==> config.mk <==
export PLATFORM = sky130hd
export DESIGN_NAME = boxcar_bank
export DESIGN_NICKNAME = d
export VERILOG_FILES = /design/src/common/boxcar_pkg.sv /design/src/common/lane_if.sv /design/src/boxcar/shift_reg.sv /design/src/boxcar/boxcar_lane.sv /design/src/verilog/lane_distributor.sv /design/src/verilog/lane_collector.sv /design/src/verilog/boxcar_bank.sv
export VERILOG_INCLUDE_DIRS = /design/src /design/src/common
export SDC_FILE = /design/constraint.sdc
export NUM_CORES = 1
export LEC_CHECK = 0
export ABC_AREA = 1
export BUFFER_PORTS_ARGS = -buffer_cell sky130_fd_sc_hd__buf_2
export CORE_MARGIN = 5
export CORE_UTILIZATION = 35
export CTS_CLUSTER_SIZE = 10
export DETAILED_ROUTE_END_ITERATION = 8
export PLACE_DENSITY = 0.56
export SYNTH_ARGS = -nofsm -noshare
export SYNTH_HDL_FRONTEND = slang
export SYNTH_SLANG_ARGS = --single-unit
==> constraint.sdc <==
create_clock -name clk -period 7.6 [get_ports clk]
set_input_delay 0.76 -clock clk [delete_from_list [all_inputs] [get_ports clk]]
set_output_delay 0.76 -clock clk [all_outputs]
set_load 0.01 [all_outputs]
==> src/common/boxcar_cfg.svh <==
`ifndef BOXCAR_CFG_SVH
`define BOXCAR_CFG_SVH

// number of lanes in the bank, one per channel
`define BOX_CHANNELS 4

// samples held in each moving sum
`define BOX_WINDOW 8

// raw sample width
`define BOX_SAMPLE_W 12

// sum needs log2(window) bits of headroom over a sample
`define BOX_SUM_W (`BOX_SAMPLE_W + $clog2(`BOX_WINDOW))

// channel tag width
`define BOX_CHAN_W ($clog2(`BOX_CHANNELS))

`endif

==> src/common/boxcar_pkg.sv <==
`include "boxcar_cfg.svh"

package boxcar_pkg;

  // unsigned input sample
  typedef logic [`BOX_SAMPLE_W-1:0] sample_t;

  // running sum, wide enough for a full window of max samples
  typedef logic [`BOX_SUM_W-1:0] sum_t;

  // channel number tag on the stream
  typedef logic [`BOX_CHAN_W-1:0] chan_t;

endpackage

==> src/common/lane_if.sv <==
`timescale 1ns/1ps

interface lane_if import boxcar_pkg::*; ();

  // distributor to lane
  logic    sample_stb;
  sample_t sample;

  // lane to collector
  logic    sum_stb;
  sum_t    sum;

  // distributor side
  modport feed (
    output sample_stb,
    output sample
  );

  // running-sum engine
  modport lane (
    input  sample_stb,
    input  sample,
    output sum_stb,
    output sum
  );

  // collector side
  modport drain (
    input  sum_stb,
    input  sum
  );

endinterface

==> src/boxcar/shift_reg.sv <==
`timescale 1ns/1ps

////////////////////////////////////////////////////////////////////////////
// enable-only delay line, DEPTH+1 stages
////////////////////////////////////////////////////////////////////////////

module shift_reg #(
  parameter int WIDTH = 1,
  parameter int DEPTH = 7
) (
  input  logic             clk,
  input  logic             ena,
  input  logic [WIDTH-1:0] din,
  output logic [WIDTH-1:0] dout
);

  // stage 0 takes din, stage DEPTH drives dout
  logic [WIDTH-1:0] stage [DEPTH+1];

  // no reset here so the tools can map the chain onto SRL LUTs
  // contents are don't-care until the owner has filled it
  always_ff @(posedge clk) begin
    if (ena) begin
      stage[0] <= din;
      // move everything one place down the chain
      for (int i = 1; i <= DEPTH; i++) begin
        stage[i] <= stage[i-1];
      end
    end
  end

  // last stage, read just before a shift gives the sample
  // that entered DEPTH+1 shifts ago
  assign dout = stage[DEPTH];

endmodule

==> src/boxcar/boxcar_lane.sv <==
`timescale 1ns/1ps
`include "boxcar_cfg.svh"

////////////////////////////////////////////////////////////////////////////
// one channel of the moving-sum bank
////////////////////////////////////////////////////////////////////////////

module boxcar_lane import boxcar_pkg::*; (
  input logic  clk,
  input logic  reset,
  lane_if.lane lane
);

  // counts 0..BOX_WINDOW, so one extra code is needed
  localparam int FILL_W = $clog2(`BOX_WINDOW + 1);

  logic [FILL_W-1:0] fill_cnt;
  logic              window_full;
  sample_t           leaving;
  sample_t           subtrahend;
  sum_t              sum_q;
  sum_t              sum_next;
  logic              sum_stb_q;

  // window-1 extra stages, dout is the sample BOX_WINDOW shifts old
  shift_reg #(
    .WIDTH (`BOX_SAMPLE_W),
    .DEPTH (`BOX_WINDOW - 1)
  ) i_delay (
    .clk  (clk),
    .ena  (lane.sample_stb),
    .din  (lane.sample),
    .dout (leaving)
  );

  // delay line output only valid once a whole window went in
  assign window_full = (fill_cnt == FILL_W'(`BOX_WINDOW));
  assign subtrahend  = window_full ? leaving : '0;

  // add newest, drop oldest
  // wraps mid-expression but the final value always fits
  assign sum_next = sum_q + sum_t'(lane.sample) - sum_t'(subtrahend);

  always_ff @(posedge clk) begin
    if (reset) begin
      fill_cnt  <= '0;
      sum_q     <= '0;
      sum_stb_q <= 1'b0;
    end else begin
      // one-cycle result pulse per input sample
      sum_stb_q <= lane.sample_stb;
      if (lane.sample_stb) begin
        sum_q <= sum_next;
        // saturate once the window is full
        if (!window_full) begin
          fill_cnt <= fill_cnt + 1'b1;
        end
      end
    end
  end

  assign lane.sum_stb = sum_stb_q;
  assign lane.sum     = sum_q;

endmodule

==> src/verilog/lane_distributor.sv <==
`timescale 1ns/1ps
`include "boxcar_cfg.svh"

////////////////////////////////////////////////////////////////////////////
// channel decode, input stream to per-lane strobes
////////////////////////////////////////////////////////////////////////////

module lane_distributor import boxcar_pkg::*; (
  input  logic    clk,
  input  logic    reset,
  input  logic    in_stb,
  input  chan_t   in_chan,
  input  sample_t in_sample,
  lane_if.feed    lanes [`BOX_CHANNELS]
);

  logic [`BOX_CHANNELS-1:0] hit;
  logic [`BOX_CHANNELS-1:0] stb_q;
  sample_t                  sample_q;

  // one-hot decode
  // tags >= BOX_CHANNELS match nothing and are dropped
  always_comb begin
    for (int i = 0; i < `BOX_CHANNELS; i++) begin
      hit[i] = in_stb && (in_chan == chan_t'(i));
    end
  end

  always_ff @(posedge clk) begin
    if (reset) begin
      stb_q <= '0;
    end else begin
      stb_q <= hit;
    end
  end

  // shared sample register, only the strobed lane uses it
  always_ff @(posedge clk) begin
    if (in_stb) begin
      sample_q <= in_sample;
    end
  end

  // fan out to every lane
  for (genvar g = 0; g < `BOX_CHANNELS; g++) begin : feed_gen
    assign lanes[g].sample_stb = stb_q[g];
    assign lanes[g].sample     = sample_q;
  end

endmodule

==> src/verilog/lane_collector.sv <==
`timescale 1ns/1ps
`include "boxcar_cfg.svh"

////////////////////////////////////////////////////////////////////////////
// merge lane results into one tagged output stream
////////////////////////////////////////////////////////////////////////////

module lane_collector import boxcar_pkg::*; (
  input  logic  clk,
  input  logic  reset,
  lane_if.drain lanes [`BOX_CHANNELS],
  output logic  out_stb,
  output chan_t out_chan,
  output sum_t  out_sum
);

  logic [`BOX_CHANNELS-1:0] stb_vec;
  sum_t                     sum_arr [`BOX_CHANNELS];
  logic                     hit;
  chan_t                    sel_chan;
  sum_t                     sel_sum;

  // flatten the interface array so it can be scanned with a loop index
  for (genvar g = 0; g < `BOX_CHANNELS; g++) begin : drain_gen
    assign stb_vec[g] = lanes[g].sum_stb;
    assign sum_arr[g] = lanes[g].sum;
  end

  // at most one lane strobes per cycle, so no priority is needed
  always_comb begin
    hit      = 1'b0;
    sel_chan = '0;
    sel_sum  = '0;
    for (int i = 0; i < `BOX_CHANNELS; i++) begin
      if (stb_vec[i]) begin
        hit      = 1'b1;
        sel_chan = chan_t'(i);
        sel_sum  = sum_arr[i];
      end
    end
  end

  always_ff @(posedge clk) begin
    if (reset) begin
      out_stb <= 1'b0;
    end else begin
      out_stb <= hit;
    end
  end

  // tag and sum hold their last value while idle
  always_ff @(posedge clk) begin
    if (hit) begin
      out_chan <= sel_chan;
      out_sum  <= sel_sum;
    end
  end

endmodule

==> src/verilog/boxcar_bank.sv <==
`timescale 1ns/1ps
`include "boxcar_cfg.svh"

////////////////////////////////////////////////////////////////////////////
// multi-channel boxcar filter bank, top level
////////////////////////////////////////////////////////////////////////////

module boxcar_bank import boxcar_pkg::*; (
  input  logic    clk,
  input  logic    reset,

  // tagged input stream, one sample per strobe
  input  logic    in_stb,
  input  chan_t   in_chan,
  input  sample_t in_sample,

  // tagged sums, three cycles after the input
  output logic    out_stb,
  output chan_t   out_chan,
  output sum_t    out_sum
);

  // one link per channel
  lane_if lanes [`BOX_CHANNELS] ();

  // stage 1, decode and register
  lane_distributor i_dist (
    .clk       (clk),
    .reset     (reset),
    .in_stb    (in_stb),
    .in_chan   (in_chan),
    .in_sample (in_sample),
    .lanes     (lanes)
  );

  // stage 2, running sums
  for (genvar g = 0; g < `BOX_CHANNELS; g++) begin : lane_gen
    boxcar_lane i_lane (
      .clk   (clk),
      .reset (reset),
      .lane  (lanes[g])
    );
  end

  // stage 3, merge and tag
  lane_collector i_coll (
    .clk      (clk),
    .reset    (reset),
    .lanes    (lanes),
    .out_stb  (out_stb),
    .out_chan (out_chan),
    .out_sum  (out_sum)
  );

endmodule

Word-level counts from Yosys, hierarchy flattened
Memories as Yosys holds them, arrays and structs flattened. Index checks and enable logic that the tools add are counted. W data, S select, Z words.

Bits in registers: 114. RAM bits: 384. Input bits: 17. Output and inout port bits: 18. Word-level logic and storage cells: 77. Memories kept: 4.

Add/subtract/negate cells: 12. Eq/ne operators: 7. Multiplexer cells: 22. Bitwise gates (word level): 4. Reduce and logical (&&, ||, !) cells: 10.

Memories: lane_gen[0].i_lane.i_delay.stage (words 8, bits a word 12, read ports 8, clocked after Yosys merged registers in 0, write ports 8, RTL line shift_reg.sv:18) `logic [WIDTH-1:0] stage [DEPTH+1];`; lane_gen[1].i_lane.i_delay.stage (words 8, bits a word 12, read ports 8, clocked after Yosys merged registers in 0, write ports 8, RTL line shift_reg.sv:18); lane_gen[2].i_lane.i_delay.stage (words 8, bits a word 12, read ports 8, clocked after Yosys merged registers in 0, write ports 8, RTL line shift_reg.sv:18); lane_gen[3].i_lane.i_delay.stage (words 8, bits a word 12, read ports 8, clocked after Yosys merged registers in 0, write ports 8, RTL line shift_reg.sv:18).

Operators with widths (number): $add A15 B12 Y15 (4); $mux W15 (4); $sub A15 B12 Y15 (4); $mux W12 (4); $add A4 B1 Y4 const B (4); $eq A4 B4 Y1 const B (4); $mux W1 (14); $reduce_and A2 Y1 (4); $eq A2 B2 Y1 const B (2); $logic_and A1 B1 Y1 (4); $not A1 Y1 (4); $eq A2 B1 Y1 const B (1); $logic_not A2 Y1 (1); $reduce_or A2 Y1 (1).

Depth between registers and ports, before layout
Depth in word-level cells: 4. Mapped depth: 18. Gate-level depth less buffers: 18.

Hierarchy
From an unflattened synthesis, not the netlist that was laid out.

Cells, all modules: 2063. Area, all modules: 22419.0 um2.

By module, submodules not included: shift_reg (times used 4, cells an instance 108, area each 2972.9 um2, sequential area each 2882.8 um2); boxcar_lane at lane_gen[1].i_lane (times used 1, cells an instance 352, area each 2148.3 um2, sequential area each 400.4 um2); boxcar_lane at lane_gen[0].i_lane (times used 1, cells an instance 352, area each 2145.8 um2, sequential area each 400.4 um2); boxcar_lane at lane_gen[3].i_lane (times used 1, cells an instance 353, area each 2133.3 um2, sequential area each 400.4 um2); boxcar_lane at lane_gen[2].i_lane (times used 1, cells an instance 353, area each 2132.0 um2, sequential area each 400.4 um2); lane_collector (times used 1, cells an instance 157, area each 1212.4 um2, sequential area each 530.5 um2); lane_distributor (times used 1, cells an instance 64, area each 755.7 um2, sequential area each 440.4 um2).

Worst setup path before layout
OpenSTA, ideal clock, no wires.

Kind: reg2reg. From: register i_dist.stb_q[0]. To: register lane_gen[0].i_lane.fill_cnt[3]. Setup time: 0.119 ns. Arrival time: 3.343 ns. Required time: 7.481 ns. Path slack: 4.138 ns. Cell stages (with the launch flop): 7. Buffers on the path: 1. Period minus slack after synthesis: 3.462 ns. Cell sequence: dfxtp_1 > buf_2 > nand2_1 > nor2_1 > nand3_1 > o21ai_0 > a21oi_1.

Longest elaborated chain between the ends: 1.

Ends and longest elaborated chain: from (decl) (RTL line lane_distributor.sv:18) `` logic [`BOX_CHANNELS-1:0] stb_q; ``; from (signal assigned) (RTL line lane_distributor.sv:33) `stb_q <= hit;`; $reduce_and A2 Y1 (no line); to (signal assigned) (RTL line boxcar_lane.sv:56) `fill_cnt <= fill_cnt + 1'b1;`; to (decl) (RTL line boxcar_lane.sv:17) `logic [FILL_W-1:0] fill_cnt;`.

No other way between the ends. A chain may end at the register's enable or synchronous reset.

Final worst setup path
From: register i_dist.sample_q[5] (netlist: i_dist.lanes[0].sample[5]). To: register lane_gen[2].i_lane.sum_q[10].

Longest elaborated chain between the ends: 2.

Ends and longest elaborated chain: from (decl) (RTL line lane_distributor.sv:19) `sample_t sample_q;`; from (signal assigned) (RTL line lane_distributor.sv:40) `sample_q <= in_sample;`; $add A15 B12 Y15 (RTL line boxcar_lane.sv:42) `assign sum_next = sum_q + sum_t'(lane.sample) - sum_t'(subtrahend);`; $sub A15 B12 Y15 (RTL line boxcar_lane.sv:42); to (signal assigned) (RTL line boxcar_lane.sv:53) `sum_q <= sum_next;`; to (decl) (RTL line boxcar_lane.sv:21) `sum_t sum_q;`.

No other way between the ends.

==> qor.yml <==
power:
  irDropWorstVdd_v: 0.000178
  pwr-share-comb: 0.102
  power.density_mw_per_mm2: 256
  switching_power_mw: 1.51
  power_mw: 6.21
  power_frac_seq: 0.490
  p_clk_frac: 0.408
  p_int_mw: 4.69
  p_leak_nw: 10.0
  swShare: 0.244
timing:
  slew_headroom: 0.344
  drv_slew: 0
  fmax_ghz: 0.316
  skew_ns: 0.0216
  hold_viol_final: 0
  fin_crit_ns: 3.16
  finalSetupTns_ns: 0
  report.final.setup_viol: 0
  tightest_slew_ns: 0.984
  timing.final.crit_share: 0.416
  rsz0062_at_grt: "false"
  hold_slack_ns: 0.320
setup_path:
  cp.buffers_inverters: 4
  slowest_stage: "edfxtp_1"
  critPathKind: "register to register"
  start_kind: "register"
  cp.arrival_ns: 3.67
  reg2reg_to: "lane_gen[2].i_lane.lane.sum[10]"
  reg2reg_slack_ns: 4.44
  worst-path-max-fanout: 5
  cpLargestDelayFamily: "adder cells"
  crit_top_cell: "nand2_1"
  crit_path_max_incr_delay_ns: 0.69
  critPathCaptureType: "register"
  r2r_start: "i_dist.lanes[0].sample[5]"
  worstPathRequired_ns: 8.11
  crit_path_cell_trace: "inv_1 -> fa_1 -> inv_1 -> ha_1 -> nand2_1 -> inv_1 -> nand2_1 -> nand3_2 -> nand2_1 -> nand2_1 -> nand2_1 -> nand3_1 -> nand2_1 -> inv_1"
  r2r_cells: 14
clock_network:
  cts_setup_buffers: 0
  cts_buffers: 58
  hold_buffers: 0
  clockBufferDepth: 3
  clock_latency_ns: 0.61
  cts_max_level: 2
  post_cts_resized: 0
  clock-sinks: 498
  tritoncts: "built"
  clkTransAtPathRegs_ns: 0.06
  cts-root-buf: "clkbuf_16"
place:
  place_congestion: 0.889
  place.port_buffers: 34
  hpwl_um: 30600
  dp.cells: 2672
detailed_routing:
  wl_um: 44600
  drt_iter0_markers: 979
  firstDrtPassIters: 4
  vias: 12600
  wl_per_cell_um: 16.0
  drcViolationCount: 0
  viasPerCell: 4.52
  detail-route-antenna-nets: 0
global_routing:
  overflow: 0
  grt_usage: 0.135
  grt_first_pass_wirelength_um: 70300
  first_global_vias: 12600
  grt_max_degree: 71
  antenna_found_initial: 2
synth:
  yosysUniqueCellTypes: 29
  syn-num-nets: 2018
  synthCells: 1885
  synth_fa_ha_area_frac: 0.0846
  synth_compound_area_frac: 0.0493
  ys_ff_latch: 498
  synth_top_family_by_area: "simple AND/OR/NAND/NOR gates"
  synth-simple-area-share: 0.113
  yosys-top-cells-area: "edfxtp_1 (58%), dfxtp_1 (7.9%), inv_1 (7.7%)"
  yosys.area.top_type: "edfxtp_1"
  yosys.area.top_type_share: 0.579
  synth_xor_area_frac: 0.00818
  syn_area_per_cell_um2: 11.4
  muxShareOfSynthArea: 0
  synth_warnings: 0
  ys_seq_area_frac: 0.659
  synth_area_mm2: 0.0214
worst_hold_path:
  hold_depth: 1
  hp-class: "input pin to register"
  hold_start: "in_sample[8]"
  hold_end: "i_dist.lanes[0].sample[8]"
die:
  core.rowCount: 90
  initial_core_util: 0.354
  die_area_mm2: 0.0662
  fp.coreArea_mm2: 0.0605
  fp.dieH_um: 257
  top_level_ports: 35
  die_w_um: 257
layout:
  areaGrowthSynthToFinish_pct: 13.1
  utilization: 0.400
  stdcell_count: 2781
  final_nets: 2083
  drive_gt1_frac: 0.0741
run_status:
  status: "finished clean"
job:
  drv_cap: 0
==> metal layers <==
metal	wire length [um]	track usage	vias up
li1	-	-	6265
met1	21300	0.191	5981
met2	19800	0.208	260
met3	2250	0.0267	78
met4	1340	0.0489	0
met5	0	0	-
==> power by group through the flow <==
stage	Combinational, mW	Clock, mW	Sequential, mW
after floorplan	0.470	0	3.08
after global placement	0.621	0	3.10
after detailed placement	0.629	0	3.10
after CTS	0.633	2.63	3.04
after global routing	0.735	2.74	3.05
final	0.633	2.53	3.04
==> worst max-delay path by stage <==
stage                                    from                               to  slack, ns  cells after the start
finish              i_dist.lanes[0].sample[5]  lane_gen[2].i_lane.lane.sum[10]       4.44                     14
global route        i_dist.lanes[0].sample[5]  lane_gen[2].i_lane.lane.sum[10]       4.18                     14
CTS                 i_dist.lanes[0].sample[5]  lane_gen[3].i_lane.lane.sum[10]       4.36                     14
detailed placement  i_dist.lanes[0].sample[5]  lane_gen[3].i_lane.lane.sum[10]       4.37                     14
global placement    i_dist.lanes[0].sample[4]  lane_gen[0].i_lane.lane.sum[13]       4.33                     13
floorplan                     i_dist.stb_q[0]   lane_gen[0].i_lane.fill_cnt[3]       4.14                      6
==> placed cells by master (no fill, tap or decap), types with 16 or more instances in the layout <==
| cell | synthesis | final |
|---|---|---|
| clkbuf_16 | 0 | 58 |
| buf_2 | 15 | 34 |
| dfxtp_1 | 85 | 81 |
| fa_1 | 48 | 48 |
| ha_1 | 68 | 68 |
| nand3_1 | 111 | 111 |
| inv_1 | 439 | 439 |
| a21oi_1 | 103 | 103 |
| nor2_1 | 112 | 112 |
| clkbuf_1 | 13 | 38 |
| nand2_1 | 308 | 308 |
| o21ai_0 | 60 | 60 |
| edfxtp_1 | 413 | 413 |
| nand4_1 | 16 | 16 |
==> Yosys cell counts <==
master,count
inv_1,439
edfxtp_1,413
nand2_1,308
nor2_1,112
nand3_1,111
a21oi_1,103
dfxtp_1,85
ha_1,68
o21ai_0,60
fa_1,48
nand4_1,16
buf_2,15
clkbuf_1,13
o221ai_1,13
xor2_1,12
nor2_2,11
inv_2,10
o211ai_1,9
xnor2_1,8
nand2_2,7
a21oi_2,5
buf_1,5
nand3_2,4
nor3_1,4
nor2_4,2
a22oi_1,1
a31oi_1,1
clkbuf_2,1
clkinv_1,1
==> cell families (layout without fill, tap and decap cells) <==
family | after synthesis | after routing
and+or+nand+nor | 575 | 575
DFF | 498 | 498
other | 0 | 1
adders and majority gates | 116 | 116
AOI/OAI and AO/OA | 192 | 192
buffers and inverters | 484 | 597
xor gates and xnor gates | 20 | 20
==> sequential cells by signal, indices dropped and copies added (netlist names) <==
register,cells
i_dist.lanes.sample,12
lane_gen.i_lane.lane.sum_stb,4
lane_gen.i_lane.fill_cnt,16
lane_gen.i_lane.lane.sum,60
i_coll.out_sum,15
i_dist.stb_q,4
lane_gen.i_lane.i_delay.stage,384
i_coll.out_stb,1
i_coll.out_chan,2
==> area by class of cell <==
cell class / count / area [um^2]
Clock buffer: 99 / 1640
Antenna cell: 1 / 2.50
Timing Repair Buffer: 39 / 208
Sequential cell: 498 / 14100
Tap cell: 782 / 978
Fill cell: 5776 / 36300
Clock inverter: 9 / 118
Multi-Input combinational cell: 903 / 5470
Inverter: 450 / 1690
==> worst register-to-register path, cell delays in order (launching register included) <==
cell	delay [ns]
edfxtp_1	0.69
inv_1	0.49
fa_1	0.65
inv_1	0.04
ha_1	0.36
nand2_1	0.15
inv_1	0.05
nand2_1	0.10
nand3_2	0.15
nand2_1	0.11
nand2_1	0.05
nand2_1	0.05
nand3_1	0.07
nand2_1	0.09
inv_1	0.04
==> through the flow <==
step	worst slack [ns]	cell area, um^2
after floorplan	4.14	21400
after global placement	4.33	22500
after detailed placement	4.37	22500
after CTS	4.36	24200
after global routing	4.18	24200
final	4.44	24200
(Power assumes the default switching activity.)
